--- src/hw/decode_pkg.sv ---
package decode_pkg;

    localparam int NUM_LANES = 2;
    localparam int XLEN      = 32;
    localparam int ARN_WIDTH = 5;

    typedef logic [XLEN-1:0]      inst_t;
    typedef logic [XLEN-1:0]      addr_t;
    typedef logic [XLEN-1:0]      data_t;
    typedef logic [ARN_WIDTH-1:0] arn_t;

    // x0 also stands in for an operand that is not read
    localparam arn_t ZERO_REG = '0;

    // major opcodes in inst[6:0]
    localparam logic [6:0] OP_LUI    = 7'b0110111;
    localparam logic [6:0] OP_AUIPC  = 7'b0010111;
    localparam logic [6:0] OP_JAL    = 7'b1101111;
    localparam logic [6:0] OP_JALR   = 7'b1100111;
    localparam logic [6:0] OP_BRANCH = 7'b1100011;
    localparam logic [6:0] OP_LOAD   = 7'b0000011;
    localparam logic [6:0] OP_STORE  = 7'b0100011;
    localparam logic [6:0] OP_IMM    = 7'b0010011;
    localparam logic [6:0] OP_REG    = 7'b0110011;
    localparam logic [6:0] OP_SYSTEM = 7'b1110011;

    localparam inst_t WFI_INST = 32'h1050_0073;

    typedef enum logic [2:0] {
        FU_ALU,
        FU_MULT,    // reserved for M extension
        FU_LOAD,
        FU_STORE,
        FU_BRANCH,
        FU_CSR,
        FU_NONE
    } fu_type_e;

    // {funct7[5], funct3} for alu and branch ops
    typedef logic [3:0] fu_func_t;

    typedef enum logic [1:0] {
        OPA_IS_RS1,
        OPA_IS_PC,
        OPA_IS_ZERO
    } opa_sel_e;

    typedef enum logic [1:0] {
        OPB_IS_RS2,
        OPB_IS_IMM,
        OPB_IS_FOUR
    } opb_sel_e;

    // load/store funct3 gives width and sign
    typedef logic [2:0] mem_func_t;

    typedef enum logic [2:0] {
        IMM_I,
        IMM_S,
        IMM_B,
        IMM_U,
        IMM_J,
        IMM_NONE
    } imm_fmt_e;

endpackage

--- src/hw/lane_ctrl_if.sv ---
`timescale 1ns/1ps

interface lane_ctrl_if
    import decode_pkg::*;
();

    opa_sel_e  opa_sel;
    opb_sel_e  opb_sel;
    logic      has_dest;
    fu_type_e  fu;
    fu_func_t  func;
    logic      cond_branch;
    logic      uncond_branch;
    logic      rd_mem;
    logic      wr_mem;
    mem_func_t mem_func;
    logic      csr_op;
    logic      halt;
    logic      illegal;
    imm_fmt_e  imm_fmt;

    modport decoder (
        output opa_sel, opb_sel, has_dest, fu, func, cond_branch, uncond_branch,
        output rd_mem, wr_mem, mem_func, csr_op, halt, illegal, imm_fmt
    );

    modport packer (
        input opa_sel, opb_sel, has_dest, fu, func, cond_branch, uncond_branch,
        input rd_mem, wr_mem, mem_func, csr_op, halt, illegal, imm_fmt
    );

endinterface

--- src/hw/decode_stage.sv ---
`timescale 1ns/1ps

module decode_stage
    import decode_pkg::*;
(
    input  logic      clock,
    input  logic      rst_n,
    // fetch side
    input  logic      in_valid,
    output logic      in_ready,
    input  logic      in_lane_valid     [NUM_LANES],
    input  inst_t     in_inst           [NUM_LANES],
    input  addr_t     in_pc             [NUM_LANES],
    // dispatch side
    output logic      out_valid,
    input  logic      out_ready,
    output logic      out_lane_valid    [NUM_LANES],
    output fu_type_e  out_fu            [NUM_LANES],
    output fu_func_t  out_func          [NUM_LANES],
    output opa_sel_e  out_opa_sel       [NUM_LANES],
    output opb_sel_e  out_opb_sel       [NUM_LANES],
    output arn_t      out_op1_arn       [NUM_LANES],
    output arn_t      out_op2_arn       [NUM_LANES],
    output arn_t      out_dest_arn      [NUM_LANES],
    output data_t     out_imm           [NUM_LANES],
    output addr_t     out_pc            [NUM_LANES],
    output mem_func_t out_mem_func      [NUM_LANES],
    output logic      out_cond_branch   [NUM_LANES],
    output logic      out_uncond_branch [NUM_LANES],
    output logic      out_is_store      [NUM_LANES],
    output logic      out_rd_mem        [NUM_LANES],
    output logic      out_halt          [NUM_LANES],
    output logic      out_csr_op        [NUM_LANES],
    output logic      out_illegal       [NUM_LANES]
);

    logic load;

    // register empty or draining this cycle
    assign in_ready = !out_valid || out_ready;
    assign load     = in_valid && in_ready;

    always_ff @(posedge clock) begin
        if (!rst_n) begin
            out_valid <= 1'b0;
        end else if (in_ready) begin
            out_valid <= in_valid;
        end
    end

    for (genvar i = 0; i < NUM_LANES; i++) begin : g_lane
        lane_ctrl_if ctrl ();
        data_t imm;
        arn_t  op1_arn;
        arn_t  op2_arn;
        arn_t  dest_arn;
        logic  is_store;

        inst_decoder u_decoder (
            .inst  (in_inst[i]),
            .valid (in_lane_valid[i]),
            .ctrl  (ctrl.decoder)
        );

        imm_gen u_imm_gen (
            .inst (in_inst[i]),
            .fmt  (ctrl.imm_fmt),
            .imm  (imm)
        );

        dispatch_pack u_pack (
            .ctrl     (ctrl.packer),
            .inst     (in_inst[i]),
            .imm      (imm),
            .op1_arn  (op1_arn),
            .op2_arn  (op2_arn),
            .dest_arn (dest_arn),
            .is_store (is_store)
        );

        always_ff @(posedge clock) begin
            if (load) begin
                out_lane_valid[i]    <= in_lane_valid[i];
                out_pc[i]            <= in_pc[i];
                out_fu[i]            <= ctrl.fu;
                out_func[i]          <= ctrl.func;
                out_opa_sel[i]       <= ctrl.opa_sel;
                out_opb_sel[i]       <= ctrl.opb_sel;
                out_op1_arn[i]       <= op1_arn;
                out_op2_arn[i]       <= op2_arn;
                out_dest_arn[i]      <= dest_arn;
                out_imm[i]           <= imm;
                out_mem_func[i]      <= ctrl.mem_func;
                out_cond_branch[i]   <= ctrl.cond_branch;
                out_uncond_branch[i] <= ctrl.uncond_branch;
                out_is_store[i]      <= is_store;
                out_rd_mem[i]        <= ctrl.rd_mem;
                out_halt[i]          <= ctrl.halt;
                out_csr_op[i]        <= ctrl.csr_op;
                out_illegal[i]       <= ctrl.illegal;
            end
        end

        // stalled record must not change under the consumer
        assert property (@(posedge clock) disable iff (!rst_n)
            out_valid && !out_ready |=> out_valid && $stable({
                out_lane_valid[i], out_pc[i], out_fu[i], out_func[i],
                out_opa_sel[i], out_opb_sel[i], out_op1_arn[i], out_op2_arn[i],
                out_dest_arn[i], out_imm[i], out_mem_func[i], out_cond_branch[i],
                out_uncond_branch[i], out_is_store[i], out_rd_mem[i], out_halt[i],
                out_csr_op[i], out_illegal[i]}))
            else $error("lane %0d output changed while stalled", i);
    end

endmodule

--- src/hw/dispatch_pack.sv ---
`timescale 1ns/1ps

module dispatch_pack
    import decode_pkg::*;
(
    lane_ctrl_if.packer ctrl,
    input  inst_t       inst,
    input  data_t       imm,
    output arn_t        op1_arn,
    output arn_t        op2_arn,
    output arn_t        dest_arn,
    output logic        is_store
);

    arn_t rs1;
    arn_t rs2;
    arn_t rd;
    logic use_rs1;
    logic use_rs2;

    assign rd  = inst[11:7];
    assign rs1 = inst[19:15];
    assign rs2 = inst[24:20];

    assign is_store = (ctrl.fu == FU_STORE);

    // branches compare rs1/rs2 while the alu ports hold pc and offset
    assign use_rs1 = !ctrl.halt && (ctrl.opa_sel == OPA_IS_RS1 || ctrl.cond_branch);
    // store data rides on rs2 although operand b is the offset
    assign use_rs2 = !ctrl.halt &&
                     (ctrl.opb_sel == OPB_IS_RS2 || ctrl.cond_branch || is_store);

    assign op1_arn  = use_rs1 ? rs1 : ZERO_REG;
    assign op2_arn  = use_rs2 ? rs2 : ZERO_REG;
    assign dest_arn = ctrl.has_dest ? rd : ZERO_REG;

    always_comb begin
        assert (!(ctrl.illegal && is_store))
            else $error("illegal lane marked as store");
        // store queue entry and fu class must agree
        assert (is_store == ctrl.wr_mem)
            else $error("store class and memory write disagree");
        // pc-relative offsets are halfword aligned
        assert (!(ctrl.imm_fmt inside {IMM_B, IMM_J}) || imm[0] == 1'b0)
            else $error("branch offset not halfword aligned");
        assert (ctrl.imm_fmt != IMM_NONE || imm == '0)
            else $error("immediate present on a format without one");
    end

endmodule

--- src/hw/imm_gen.sv ---
`timescale 1ns/1ps

module imm_gen
    import decode_pkg::*;
(
    input  inst_t    inst,
    input  imm_fmt_e fmt,
    output data_t    imm
);

    logic sign;

    // every format takes its sign from bit 31
    assign sign = inst[31];

    always_comb begin
        case (fmt)
            IMM_I: begin
                imm = {{(XLEN-12){sign}}, inst[31:20]};
            end
            IMM_S: begin
                imm = {{(XLEN-12){sign}}, inst[31:25], inst[11:7]};
            end
            IMM_B: begin
                // halfword offset with bit 0 implied
                imm = {{(XLEN-13){sign}}, inst[31], inst[7], inst[30:25],
                       inst[11:8], 1'b0};
            end
            IMM_U: begin
                imm = {inst[31:12], 12'b0};
            end
            IMM_J: begin
                imm = {{(XLEN-21){sign}}, inst[31], inst[19:12], inst[20],
                       inst[30:21], 1'b0};
            end
            default: begin
                imm = '0;
            end
        endcase
    end

endmodule

--- src/hw/inst_decoder.sv ---
`timescale 1ns/1ps

module inst_decoder
    import decode_pkg::*;
(
    input  inst_t        inst,
    input  logic         valid,
    lane_ctrl_if.decoder ctrl
);

    logic [6:0] opcode;
    logic [2:0] funct3;
    logic [6:0] funct7;
    logic       reg_ok;
    logic       shift_ok;
    logic       load_ok;
    logic       store_ok;
    logic       branch_ok;

    assign opcode = inst[6:0];
    assign funct3 = inst[14:12];
    assign funct7 = inst[31:25];

    // sub/sra are the only alternate encodings
    assign reg_ok = (funct7 == 7'b0000000) ||
                    (funct7 == 7'b0100000 && (funct3 == 3'b000 || funct3 == 3'b101));
    assign shift_ok = (funct3 == 3'b001) ? (funct7 == 7'b0000000) :
                      (funct3 == 3'b101) ? (funct7 == 7'b0000000 || funct7 == 7'b0100000) :
                      1'b1;
    assign load_ok   = funct3 inside {3'b000, 3'b001, 3'b010, 3'b100, 3'b101};
    assign store_ok  = funct3 inside {3'b000, 3'b001, 3'b010};
    assign branch_ok = !(funct3 inside {3'b010, 3'b011});

    always_comb begin
        // inactive lane has no sources, no dest and a zero immediate
        ctrl.opa_sel       = OPA_IS_ZERO;
        ctrl.opb_sel       = OPB_IS_IMM;
        ctrl.has_dest      = 1'b0;
        ctrl.fu            = FU_NONE;
        ctrl.func          = '0;
        ctrl.cond_branch   = 1'b0;
        ctrl.uncond_branch = 1'b0;
        ctrl.rd_mem        = 1'b0;
        ctrl.wr_mem        = 1'b0;
        ctrl.mem_func      = '0;
        ctrl.csr_op        = 1'b0;
        ctrl.halt          = 1'b0;
        ctrl.illegal       = 1'b0;
        ctrl.imm_fmt       = IMM_NONE;
        if (valid) begin
            case (opcode)
                OP_LUI: begin
                    ctrl.has_dest = 1'b1;
                    ctrl.fu       = FU_ALU;
                    ctrl.imm_fmt  = IMM_U;
                end
                OP_AUIPC: begin
                    ctrl.opa_sel  = OPA_IS_PC;
                    ctrl.has_dest = 1'b1;
                    ctrl.fu       = FU_ALU;
                    ctrl.imm_fmt  = IMM_U;
                end
                OP_JAL: begin
                    // link value is pc + 4, target comes from the J immediate
                    ctrl.opa_sel       = OPA_IS_PC;
                    ctrl.opb_sel       = OPB_IS_FOUR;
                    ctrl.has_dest      = 1'b1;
                    ctrl.fu            = FU_BRANCH;
                    ctrl.uncond_branch = 1'b1;
                    ctrl.imm_fmt       = IMM_J;
                end
                OP_JALR: begin
                    if (funct3 == 3'b000) begin
                        ctrl.opa_sel       = OPA_IS_RS1;
                        ctrl.has_dest      = 1'b1;
                        ctrl.fu            = FU_BRANCH;
                        ctrl.uncond_branch = 1'b1;
                        ctrl.imm_fmt       = IMM_I;
                    end else begin
                        ctrl.illegal = 1'b1;
                    end
                end
                OP_BRANCH: begin
                    if (branch_ok) begin
                        ctrl.opa_sel     = OPA_IS_PC;
                        ctrl.fu          = FU_BRANCH;
                        ctrl.func        = {funct7[5], funct3};
                        ctrl.cond_branch = 1'b1;
                        ctrl.imm_fmt     = IMM_B;
                    end else begin
                        ctrl.illegal = 1'b1;
                    end
                end
                OP_LOAD: begin
                    if (load_ok) begin
                        ctrl.opa_sel  = OPA_IS_RS1;
                        ctrl.has_dest = 1'b1;
                        ctrl.fu       = FU_LOAD;
                        ctrl.rd_mem   = 1'b1;
                        ctrl.mem_func = funct3;
                        ctrl.imm_fmt  = IMM_I;
                    end else begin
                        ctrl.illegal = 1'b1;
                    end
                end
                OP_STORE: begin
                    if (store_ok) begin
                        ctrl.opa_sel  = OPA_IS_RS1;
                        ctrl.fu       = FU_STORE;
                        ctrl.wr_mem   = 1'b1;
                        ctrl.mem_func = funct3;
                        ctrl.imm_fmt  = IMM_S;
                    end else begin
                        ctrl.illegal = 1'b1;
                    end
                end
                OP_IMM: begin
                    if (shift_ok) begin
                        ctrl.opa_sel  = OPA_IS_RS1;
                        ctrl.has_dest = 1'b1;
                        ctrl.fu       = FU_ALU;
                        // bit 30 only means srai, otherwise it is immediate
                        ctrl.func     = {(funct3[1:0] == 2'b01) && funct7[5], funct3};
                        ctrl.imm_fmt  = IMM_I;
                    end else begin
                        ctrl.illegal = 1'b1;
                    end
                end
                OP_REG: begin
                    if (reg_ok) begin
                        ctrl.opa_sel  = OPA_IS_RS1;
                        ctrl.opb_sel  = OPB_IS_RS2;
                        ctrl.has_dest = 1'b1;
                        ctrl.fu       = FU_ALU;
                        ctrl.func     = {funct7[5], funct3};
                    end else begin
                        ctrl.illegal = 1'b1;
                    end
                end
                OP_SYSTEM: begin
                    if (inst == WFI_INST) begin
                        ctrl.halt = 1'b1;
                    end else if (funct3 != 3'b000 && funct3 != 3'b100) begin
                        // immediate forms carry a zimm in the rs1 field
                        ctrl.opa_sel  = funct3[2] ? OPA_IS_ZERO : OPA_IS_RS1;
                        ctrl.has_dest = 1'b1;
                        ctrl.fu       = FU_CSR;
                        ctrl.func     = {1'b0, funct3};
                        ctrl.csr_op   = 1'b1;
                        ctrl.imm_fmt  = IMM_I;
                    end else begin
                        // ecall, ebreak, xret trap as illegal
                        ctrl.illegal = 1'b1;
                    end
                end
                default: ctrl.illegal = 1'b1;
            endcase
        end
    end

    always_comb begin
        assert (!(ctrl.rd_mem && ctrl.wr_mem))
            else $error("lane decoded as both load and store");
    end

endmodule

--- config.mk ---
export PLATFORM = sky130hd
export DESIGN_NAME = decode_stage
export DESIGN_NICKNAME = d
export VERILOG_FILES = /design/src/hw/decode_pkg.sv /design/src/hw/lane_ctrl_if.sv /design/src/hw/decode_stage.sv /design/src/hw/dispatch_pack.sv /design/src/hw/imm_gen.sv /design/src/hw/inst_decoder.sv
export SDC_FILE = /design/constraint.sdc
export NUM_CORES = 1
export LEC_CHECK = 0
export ABC_AREA = 1
export BUFFER_PORTS_ARGS = -buffer_cell sky130_fd_sc_hd__buf_4
export CORE_MARGIN = 1.5
export CORE_UTILIZATION = 45
export DETAILED_ROUTE_END_ITERATION = 7
export PLACE_DENSITY_LB_ADDON = 0.08
export SLEW_MARGIN = 10
export SYNTH_ARGS = -nofsm -noshare
export SYNTH_HDL_FRONTEND = slang
export SYNTH_SLANG_ARGS = --single-unit
--- constraint.sdc ---
create_clock -name clock -period 16.82 [get_ports clock]
set_input_delay 2.523 -clock clock [delete_from_list [all_inputs] [get_ports clock]]
set_output_delay 2.523 -clock clock [all_outputs]
set_load 0.03 [all_outputs]
-- After elaboration in Yosys (flattened, before gate mapping)
Cells that the tools add are included.
- muxes and demuxes: 138
- reductions and logical operators: 55
- equality and inequality tests: 48
- operator list (cell ; count):
    32-bit one-hot mux with 5 select lines ; 2
    3-bit two-way mux ; 34
    32-bit by 29-bit == test with 1-bit output, second input constant ; 2
    7-bit by 6-bit == test with 1-bit output, second input constant ; 8
    7-bit == test, second input constant ; 8
    2-bit two-way mux ; 28
    3-bit one-hot mux with 9 select lines ; 2
    1-bit two-way mux ; 48
    3-bit one-hot mux with 8 select lines ; 2
    4-bit two-way mux ; 8
    2-bit one-hot mux with 8 select lines ; 2
    4-bit one-hot mux with 4 select lines ; 2
    3-bit by 2-bit == test with 1-bit output, second input constant ; 10
    7-bit by 5-bit == test with 1-bit output, second input constant ; 4
    3-bit == test, second input constant ; 6
    1-bit one-hot mux with 8 select lines ; 2
    7-bit by 2-bit == test with 1-bit output, second input constant ; 2
    7-bit logical NOT ; 2
    1-bit logical OR ; 13
    3-bit by 1-bit == test with 1-bit output, second input constant ; 4
    3-bit logical NOT ; 4
    1-bit one-hot mux with 6 select lines ; 2
    3-bit one-hot mux with 2 select lines ; 2
    3-bit nonzero test ; 4
    12 further kinds ; 40
- output and inout port bits: 204
- input bits: 134
- word-level logic and storage cells: 278
- flip-flop bits (word level): 203

-- Depth between registers and ports, before layout
Gate-level depths: netlist of the first run.
- word-level depth: 11
- depth in mapped cells: 15
- gate-level depth less buffers: 14

-- Modules after synthesis
From an unflattened synthesis of the first run, not the netlist that was laid out.
- cells, all modules: 874
- area, all modules: 9500.4 um2
- modules (own cells, without submodules) (module ; times used ; cells each ; area each (um2) ; sequential area each (um2)):
    decode_stage ; 1 ; 209 ; 6117.1 ; 6085.8
    imm_gen ; 2 ; 102 ; 594.3 ; 0.0
    inst_decoder (g_lane[0].u_decoder) ; 1 ; 187 ; 942.2 ; 0.0
    inst_decoder (g_lane[1].u_decoder) ; 1 ; 194 ; 884.6 ; 0.0
    dispatch_pack ; 2 ; 40 ; 183.9 ; 0.0

-- Worst setup path after synthesis of the first run
Ideal clock, no wire load.
- kind: input to register
- from: in in_valid
- to: reg out_cond_branch[0] (netlist name), enable pin
- setup time: 0.831 ns
- data required time: 15.989 ns
- slack: 3.731 ns
- path buffers: 0
- stages: 2
- arrival: 12.257 ns
- cells stage by stage: inv_1 > a21oi_1
- word-level cells in the longest chain between the ends: 1
- RTL lines (item ; RTL line ; RTL):
    start, declared ; decode_stage.sv:9 ; input logic in_valid,
    1-bit logical AND ; decode_stage.sv:41 ; assign load = in_valid && in_ready;
    named net load ; decode_stage.sv:37 ; logic load;
    end signal, assigned by index ; decode_stage.sv:94 ; out_cond_branch[i] <= ctrl.cond_branch;
    end, declared ; decode_stage.sv:28 ; output logic out_cond_branch [NUM_LANES],
The timed path passes the listed nets, and every way through them passes these cells.
A chain may end at the register's enable or synchronous reset.

-- Worst setup path in the final report of the first run
- from: in out_ready
- to: out in_ready
- word-level cells in the longest chain between the ends: 1
- RTL lines (item ; RTL line ; RTL):
    start, declared ; decode_stage.sv:16 ; input logic out_ready,
    1-bit logical OR ; decode_stage.sv:40 ; assign in_ready = !out_valid || out_ready;
    end, declared ; decode_stage.sv:10 ; output logic in_ready,
No other way between the ends.

==> flow_metrics.py, run 1 <==
metrics = {
    "critical_path": {
        "critPathLaunchType": "input pin",
        "path_max_fanout": 2,
        "r2r_setup_slack_ns": 14.99,
        "cp-startpoint": "out_ready",
        "end_kind": "output port",
        "required_ns": 14.30,
        "r2r_cells": 2,
        "endpoint": "in_ready",
        "r2r_start": "out_valid$_SDFFE_PN0N_",
        "worst_r2r_endpoint": "out_op2_arn[4]$_SDFFCE_PN0P_",
        "critPathKind": "in2out",
        "critPathArrivalTime_ns": 2.98,
    },
    "sta": {
        "post-route-min-period_ns": 5.50,
        "fin_skew_ns": 0.00528,
        "rsz0062_at_grt": "false",
        "slew_violations": 0,
        "maxSlewHeadroom": 0.267,
        "setup_viol": 0,
        "worstMarginPinSlew_ns": 1.10,
        "timing.final.ws_setup_ns": 11.32,
        "final_hold_viol_count": 0,
        "period_share": 0.327,
        "max_freq_mhz": 182,
        "tns_ns": 0,
    },
    "cts": {
        "cts_max_path_buffers": 3,
        "clock_sinks": 203,
        "h-tree-depth": 1,
        "ctsResizeCount": 0,
        "numCtsBuffers": 23,
        "clk_latency_ns": 0.50,
        "path_clk_slew_ns": 0.06,
        "cts_setup_buffers": 0,
        "cts_hold_buf": 0,
        "cts_tree": "built",
        "clk_root_buffer_cell": "clkbuf_16",
    },
    "global_route": {
        "antenna_found_initial": 0,
        "grt_pass1_vias": 6941,
        "overflow": 0,
        "grt_pass1_wl_um": 37000,
        "grt_usage": 0.233,
        "grt_max_degree": 203,
    },
    "synth": {
        "yosysTopAreaCell": "edfxtp_1",
        "async_flop_share": 0,
        "ys_types": 44,
        "synth_area_leaders": "edfxtp_1, nand2_1, inv_1",
        "yosys.area.top_type_share": 0.678,
        "ys.flop_type": "edfxtp_1",
        "yosysMostFrequentCell": "edfxtp_1",
        "synthTopCellsByCount": "edfxtp_1, nand2_1, inv_1, nor2_1, nand3_1",
        "postSynthAreaPerCell_um2": 10.7,
        "syn_inst": 834,
        "yosysSeqAreaShare": 0.680,
        "yosysWarnings": 0,
        "synth_edf_count": 202,
        "syn_nets": 968,
        "ys_ff_latch": 203,
        "netlist_area_um2": 8940,
    },
    "placement": {
        "io_buffers": 337,
        "place_inst": 1427,
        "dp_hpwl_um": 18700,
        "placed_area_um2": 11800,
        "preCtsSetupSlack_ns": 11.33,
        "finalWeightedCongestion": 0.934,
    },
    "die": {
        "core_area_um2": 19500,
        "fp.dieH_um": 144,
        "die_area_um2": 20700,
        "io_pins": 338,
        "initial_core_util": 0.460,
        "dieWidth_um": 144,
        "row_count": 51,
    },
    "cells_and_area": {
        "final_area_um2": 12500,
        "area_growth_pct": 40.3,
        "nFillCells": 1633,
        "antennaDiodeCount": 0,
        "stdcell_count": 1469,
        "seq_area_um2": 6090,
        "drive_above_1_share": 0.350,
        "multi_input_area_um2": 2290,
        "nets": 1321,
    },
    "power": {
        "pwr-share-comb": 0.137,
        "peakVddDrop_v": 0.0000701,
        "leakagePower_nw": 5.83,
        "p_switching_mw": 0.318,
        "p_total_mw": 1.27,
        "switching_share": 0.251,
        "clkPwrFrac": 0.393,
        "p_int_mw": 0.950,
        "power_frac_seq": 0.470,
        "p_per_area_nw_per_um2": 101,
    },
    "routing": {
        "ant_nets": 0,
        "dr_total_vias": 7233,
        "via_per_inst": 4.92,
        "drcViolationCount": 0,
        "wl_um": 24800,
        "first_pass_iters": 5,
        "dr.first_iter.drc_count": 457,
        "wl_per_cell_um": 16.9,
    },
    "status": {
        "status": "complete, no violations",
    },
    "job": {
        "maxCapViolCount": 0,
    },
    "hold_path": {
        "hold_path_class": "reg2reg",
    },
}
flip-flops by register name (all words and copies together) (netlist names), 4 cells and up:
register and flops:
out_mem_func 6, out_opb_sel 4, out_fu 6, out_opa_sel 4, out_dest_arn 10, out_func 8, out_op2_arn 10, out_pc 64
out_op1_arn 10, out_imm 64
metal layers:
layer	part of all wire	GRT usage
met5	0	0
met3	0.086	0.0656
met2	0.51	0.406
met4	0.023	0.0671
met1	0.38	0.281
power groups by stage:
stage	Clock, mW	Sequential (mW)	Combinational [mW]
floorplan	0	0.673	0.0330
global placement	0	0.606	0.173
detailed placement	0	0.606	0.174
CTS	0.509	0.596	0.174
global route	0.527	0.599	0.184
finish	0.498	0.596	0.174
how the worst min path moves through the flow:
stage / depth (start not counted) / startpoint / to / slack [ns]
4_1_cts: 2 / out_valid$_SDFFE_PN0N_ / out_valid$_SDFFE_PN0N_ / 0.57
3_5_place_dp: 2 / out_valid$_SDFFE_PN0N_ / out_valid$_SDFFE_PN0N_ / 0.56
2_1_floorplan: 2 / out_valid$_SDFFE_PN0N_ / out_valid$_SDFFE_PN0N_ / 0.86
3_3_place_gp: 2 / out_valid$_SDFFE_PN0N_ / out_valid$_SDFFE_PN0N_ / 0.55
6_report: 2 / out_valid$_SDFFE_PN0N_ / out_valid$_SDFFE_PN0N_ / 0.57
5_1_grt: 2 / out_valid$_SDFFE_PN0N_ / out_valid$_SDFFE_PN0N_ / 0.63
final cells by class:
cell class                      instances  share of cell area
Inverter                              138              0.0413
Timing Repair Buffer                  338               0.203
Clock buffer                           30              0.0512
Multi-Input combinational cell        483               0.183
Clock inverter                         12             0.00987
Sequential cell                       203               0.485
Tap cell                              265              0.0264
worst max-delay path, cell delays in order:
cell and delay (ns):
buf_4 0.11, inv_1 0.10, nand2_1 0.08, buf_4 0.17
through the flow:
step                      hold WS, ns   util
after floorplan                 0.861      -
after global placement          0.547  0.605
after detailed placement        0.560  0.605
after CTS                       0.568  0.645
after global routing            0.626  0.645
final                           0.573  0.645
placed cells by master (no fill, tap or decap), types with 3 or more instances in the layout:
cell type / Yosys / final
clkinv_2: 0 / 5
a21oi_1: 25 / 24
nor2_1: 85 / 85
clkbuf_16: 0 / 23
inv_1: 128 / 128
a31oi_1: 6 / 6
edfxtp_1: 202 / 202
a21boi_0: 3 / 3
clkbuf_8: 0 / 4
buf_4: 2 / 337
nand4_1: 19 / 19
nand2_2: 7 / 7
inv_2: 9 / 9
nor2_2: 9 / 9
nand3_2: 6 / 6
nor3_1: 21 / 21
nand3_1: 49 / 49
o21ai_0: 22 / 22
nor2_4: 3 / 3
nand2_1: 200 / 200
clkbuf_1: 4 / 3
cell families (layout without fill, tap and decap cells):
family,Yosys count,in the layout,share of synthesized area
simple gates,412,412,0.208
buf+inv,148,518,0.0642
compound gates,71,71,0.0470
flops,203,203,0.680
Note: power is estimated with default switching activity, not from simulation.
==> inputs of run 2 (changes only) <==
clock period = 5.55 ns   (was 16.82 ns; I/O delays follow)
==> flow_metrics.py, run 2 (synthesized netlist as in run 1, its figures left out) <==
metrics = {
    "cts": {
        "clk_root_buffer_cell": "clkbuf_16",
        "numCtsBuffers": 22,
        "clk_latency_ns": 0.50,
        "clock_sinks": 203,
        "cts_hold_buf": 0,
        "cts_tree": "built",
        "h-tree-depth": 1,
        "ctsResizeCount": 0,
        "cts_setup_buffers": 0,
        "cts_max_path_buffers": 3,
        "path_clk_slew_ns": 0.06,
    },
    "global_route": {
        "grt_pass1_vias": 6924,
        "antenna_found_initial": 0,
        "grt_max_degree": 110,
        "overflow": 0,
        "grt_usage": 0.235,
        "grt_pass1_wl_um": 37200,
    },
    "cells_and_area": {
        "drive_above_1_share": 0.343,
        "antennaDiodeCount": 0,
        "postLayoutCoreUtil": 0.641,
        "most-common-layout-cells": "buf_4, edfxtp_1, nand2_1",
        "area_growth_pct": 39.5,
        "nFillCells": 1607,
        "multi_input_area_um2": 2290,
        "stdcell_count": 1467,
        "seq_area_um2": 6090,
        "nets": 1321,
        "layout_commonest_cell": "buf_4",
        "reg_top3": "out_imm (64), out_pc (64)",
    },
    "routing": {
        "wl_um": 24900,
        "via_per_inst": 4.95,
        "ant_nets": 0,
        "first_pass_iters": 5,
        "dr.first_iter.drc_count": 508,
        "drcViolationCount": 0,
        "wl_per_cell_um": 17.0,
        "dr_total_vias": 7266,
    },
    "hold_path": {
        "min-delay-start": "in_pc[9]",
        "min_path_cells": 1,
        "hold_path_class": "in2reg",
        "hold_end": "out_pc[9]$_DFFE_PP_",
    },
    "sta": {
        "timing.final.ws_setup_ns": 3.18,
        "worstMarginPinSlew_ns": 1.01,
        "maxSlewHeadroom": 0.326,
        "period_share": 0.426,
        "fin_skew_ns": 0.00519,
        "final_hold_viol_count": 0,
        "post-route-min-period_ns": 2.37,
        "max_freq_mhz": 423,
        "tns_ns": 0,
        "rsz0062_at_grt": "false",
        "setup_viol": 0,
        "slew_violations": 0,
    },
    "power": {
        "p_total_mw": 3.73,
        "p_per_area_nw_per_um2": 299,
        "peakVddDrop_v": 0.000221,
        "leakagePower_nw": 5.78,
    },
    "status": {
        "status": "complete, no violations",
    },
    "die": {
        "die_area_um2": 20700,
        "io_pins": 338,
        "core_area_um2": 19500,
        "row_count": 51,
        "dieWidth_um": 144,
        "initial_core_util": 0.460,
        "fp.dieH_um": 144,
    },
    "critical_path": {
        "r2r_setup_slack_ns": 3.45,
        "crit_chain": "buf_4 > nor2_2 > nand2_4 > nor3_2 > nor2_1 > nand2_1 > nand3_2 > nor2_1 > nand3_1 > nand3_1",
        "critPathLaunchType": "input pin",
        "worst_r2r_endpoint": "out_pc[3]$_DFFE_PP_",
        "end_kind": "flip-flop",
        "required_ns": 5.90,
        "cpPeakStageDelay_ns": 0.39,
        "path_max_fanout": 9,
        "critPathKind": "in2reg",
        "r2r_cells": 2,
        "r2r_start": "out_valid$_SDFFE_PN0N_",
        "critPathArrivalTime_ns": 2.72,
        "critPathSlowestCell": "nor3_2",
    },
    "job": {
        "maxCapViolCount": 0,
    },
    "placement": {
        "io_buffers": 337,
        "dp_hpwl_um": 19100,
        "place_inst": 1428,
        "preCtsSetupSlack_ns": 2.70,
        "finalWeightedCongestion": 0.961,
    },
}
[run 2: changes by cell type in the layout (fill, tap and decap cells not counted), sizes merged]
cell,previous run,this run
buf,338,339
clkbuf,30,29
clkinv,9,8
clkinvlp,0,1
inv,139,137
[run 2: metal layers]
| layer | vias to the layer above | global-route usage | wire, µm |
|---|---|---|---|
| met3 | 52 | 0.0606 | 2160 |
| li1 | 3520 | - | - |
| met4 | 0 | 0.0832 | 799 |
| met2 | 315 | 0.402 | 12500 |
| met5 | - | 0 | 0 |
| met1 | 3379 | 0.287 | 9430 |
[run 2: critical path, delay by kind of cell]
family | cells | cell delay (ns)
buffers and inverters | 1 | 0.14
AND/OR/NAND/NOR | 9 | 1.73
[run 2: stage by stage]
stage | instance area, µm² | hold WS, ns
after floorplan | 8950 | 0.896
after global placement | 11800 | 0.538
after detailed placement | 11800 | 0.562
after CTS | 12500 | 0.483
after global routing | 12500 | 0.480
final | 12500 | 0.507
[run 2: final cells by class]
| type | count | area share |
|---|---|---|
| Timing Repair Buffer | 339 | 0.205 |
| Inverter | 138 | 0.0415 |
| Multi-Input combinational cell | 483 | 0.184 |
| Sequential cell | 203 | 0.488 |
| Tap cell | 265 | 0.0266 |
| Clock inverter | 10 | 0.00873 |
| Clock buffer | 29 | 0.0462 |
[run 2: worst max-delay path by stage]
stage	slack, ns	endpoint	from	depth (start not counted)
after floorplan	0.82	out_cond_branch[0]$_DFFE_PP_	out_ready	2
after global placement	2.68	out_imm[13]$_DFFE_PP_	in_inst[3]	11
after detailed placement	2.70	out_imm[59]$_DFFE_PP_	in_inst[35]	15
after CTS	3.23	out_imm[62]$_DFFE_PP_	in_inst[35]	15
after global routing	2.97	out_imm[56]$_DFFE_PP_	in_inst[35]	15
final	3.18	out_imm[14]$_DFFE_PP_	in_inst[3]	10
[run 2: power by group]
group / internal, mW / total [mW] / switching, mW / leakage [nW]
Sequential: 1.78 / 1.81 / 0.0239 / 1.98
Combinational: 0.185 / 0.528 / 0.343 / 3.48
Clock: 0.825 / 1.40 / 0.572 / 0.329
==> inputs of run 3 (changes only) <==
clock period = 1.93 ns   (was 5.55 ns; I/O delays follow)
==> flow_metrics.py, run 3 (synthesized netlist as in run 1, its figures left out) <==
metrics = {
    "routing": {
        "drcViolationCount": 0,
        "ant_nets": 0,
        "dr_total_vias": 8152,
        "wl_um": 28300,
        "wl_met1_um": 10800,
        "highest_layer": "met4",
        "first_pass_iters": 7,
        "wl_met2_um": 14900,
        "wl_per_cell_um": 16.9,
        "dr.first_iter.drc_count": 443,
        "route.met3.wl_um": 1880,
        "via_per_inst": 4.88,
    },
    "cells_and_area": {
        "most-common-layout-cells": "buf_4, edfxtp_1, nand2_1",
        "seq_area_um2": 6090,
        "antennaDiodeCount": 0,
        "drive_above_1_share": 0.394,
        "reg_top3": "out_imm (64), out_pc (64)",
        "nets": 1526,
        "stdcell_count": 1672,
        "layout_commonest_cell": "buf_4",
        "nFillCells": 1397,
        "multi_input_area_um2": 2290,
        "area_growth_pct": 59.2,
    },
    "critical_path": {
        "critPathKind": "in2reg",
        "required_ns": 2.17,
        "r2r_setup_slack_ns": 0.57,
        "critPathArrivalTime_ns": 1.97,
        "worst_r2r_endpoint": "out_fu[0]$_DFFE_PP_",
        "path_max_fanout": 8,
        "r2r_start": "out_valid$_SDFFE_PN0N_",
        "critPathLaunchType": "input pin",
        "r2r_cells": 2,
        "end_kind": "flip-flop",
    },
    "global_route": {
        "antenna_found_initial": 0,
        "grt_pass1_wl_um": 42200,
        "overflow": 0,
        "grt_usage": 0.268,
        "grt_pass1_vias": 8023,
        "grt_max_degree": 88,
    },
    "placement": {
        "io_buffers": 337,
        "preCtsSetupSlack_ns": -0.313,
        "place_inst": 1569,
        "dp_hpwl_um": 20800,
        "finalWeightedCongestion": 0.903,
    },
    "cts": {
        "clock_sinks": 203,
        "numCtsBuffers": 22,
        "cts_tree": "built",
        "path_clk_slew_ns": 0.06,
        "cts_setup_buffers": 0,
        "h-tree-depth": 1,
        "cts_max_path_buffers": 3,
        "clk_latency_ns": 0.50,
        "clk_root_buffer_cell": "clkbuf_16",
    },
    "sta": {
        "tns_ns": 0,
        "period_share": 0.896,
        "fin_skew_ns": 0.0145,
        "final_hold_viol_count": 0,
        "timing.final.ws_setup_ns": 0.200,
        "timing.hold.ws_ns": 0.0477,
        "slew_violations": 0,
        "rsz0062_at_grt": "false",
        "setup_viol": 0,
        "maxSlewHeadroom": 0.638,
        "worstMarginPinSlew_ns": 0.529,
        "post-route-min-period_ns": 1.73,
        "max_freq_mhz": 578,
    },
    "power": {
        "p_int_mw": 8.17,
        "peakVddDrop_v": 0.000513,
        "pwr-share-comb": 0.164,
        "p_switching_mw": 2.80,
        "power_frac_seq": 0.473,
        "clkPwrFrac": 0.363,
        "switching_share": 0.255,
        "leakagePower_nw": 6.75,
        "p_per_area_nw_per_um2": 771,
    },
    "job": {
        "maxCapViolCount": 0,
    },
    "die": {
        "core_area_um2": 19500,
        "io_pins": 338,
        "row_count": 51,
        "initial_core_util": 0.460,
        "die_area_um2": 20700,
        "dieWidth_um": 144,
        "fp.dieH_um": 144,
    },
    "status": {
        "status": "complete, no violations",
    },
    "hold_path": {
        "hold_end": "out_valid$_SDFFE_PN0N_",
        "min_path_cells": 2,
        "min-delay-start": "rst_n",
        "hold_path_class": "in2reg",
    },
}
==> run 3: changes by cell type in the layout (fill, tap and decap cells not counted), moves of 2 or more <==
cell / previous run / this run
buf_4: 338 / 473
dlygate4sd3_1: 0 / 64
buf_12: 1 / 7
clkinv_2: 2 / 4
==> run 3: area by class of cell <==
class                   instances  share of cell area
well taps                     265              0.0233
clock inverters                 9             0.00492
multi-input cells             483               0.161
clock buffers                  30              0.0423
repair buffers                544               0.304
inverters                     138              0.0364
flip-flops and latches        203               0.428
==> run 3: repair_timing <==
| action | 4_1_cts | 5_1_grt |
|---|---|---|
| hold endpoints to repair | 64 | 0 |
| hold buffers | 64 | 0 |
| resized for setup | 0 | 0 |
==> run 3: critical path: stages <==
cell	delay (ns)
buf_4	0.12
nor2_2	0.14
nand2_4	0.10
buf_4	0.15
nor3_1	0.33
nand3_1	0.19
and3b_1	0.25
nand3_1	0.12
nand2_1	0.07
inv_1	0.15
nor2_1	0.06
==> run 3: how the worst max path moves through the flow <==
stage	startpoint	endpoint
floorplan	out_valid$_SDFFE_PN0N_	out_cond_branch[0]$_DFFE_PP_
global placement	in_inst[3]	out_op2_arn[0]$_SDFFCE_PN0P_
detailed placement	in_inst[3]	out_op2_arn[1]$_SDFFCE_PN0P_
CTS	in_inst[3]	out_op2_arn[1]$_SDFFCE_PN0P_
global route	in_inst[3]	out_op2_arn[4]$_SDFFCE_PN0P_
finish	in_inst[3]	out_op2_arn[1]$_SDFFCE_PN0P_
==> run 3: through the flow <==
step | power, mW | instance area [µm²] | utilization
after floorplan | 6.09 | 8960 | -
after global placement | 6.95 | 12900 | 0.664
after detailed placement | 6.96 | 12900 | 0.664
after CTS | 11.0 | 14200 | 0.732
after global routing | 11.3 | 14200 | 0.732
final | 11.0 | 14200 | 0.732
==> run 3: metal layers <==
metal  track usage  vias up
met5             0        -
met1         0.311     3860
met3        0.0556       60
met2         0.490      298
met4        0.0881        0
li1              -     3934
==> run 3: power groups by stage <==
stage | registers [mW] | logic (mW) | clock network [mW]
final | 5.20 | 1.80 | 3.98
after global routing | 5.22 | 1.89 | 4.20
after CTS | 5.19 | 1.79 | 4.02
after detailed placement | 5.28 | 1.68 | 0
after global placement | 5.28 | 1.67 | 0
after floorplan | 5.80 | 0.290 | 0
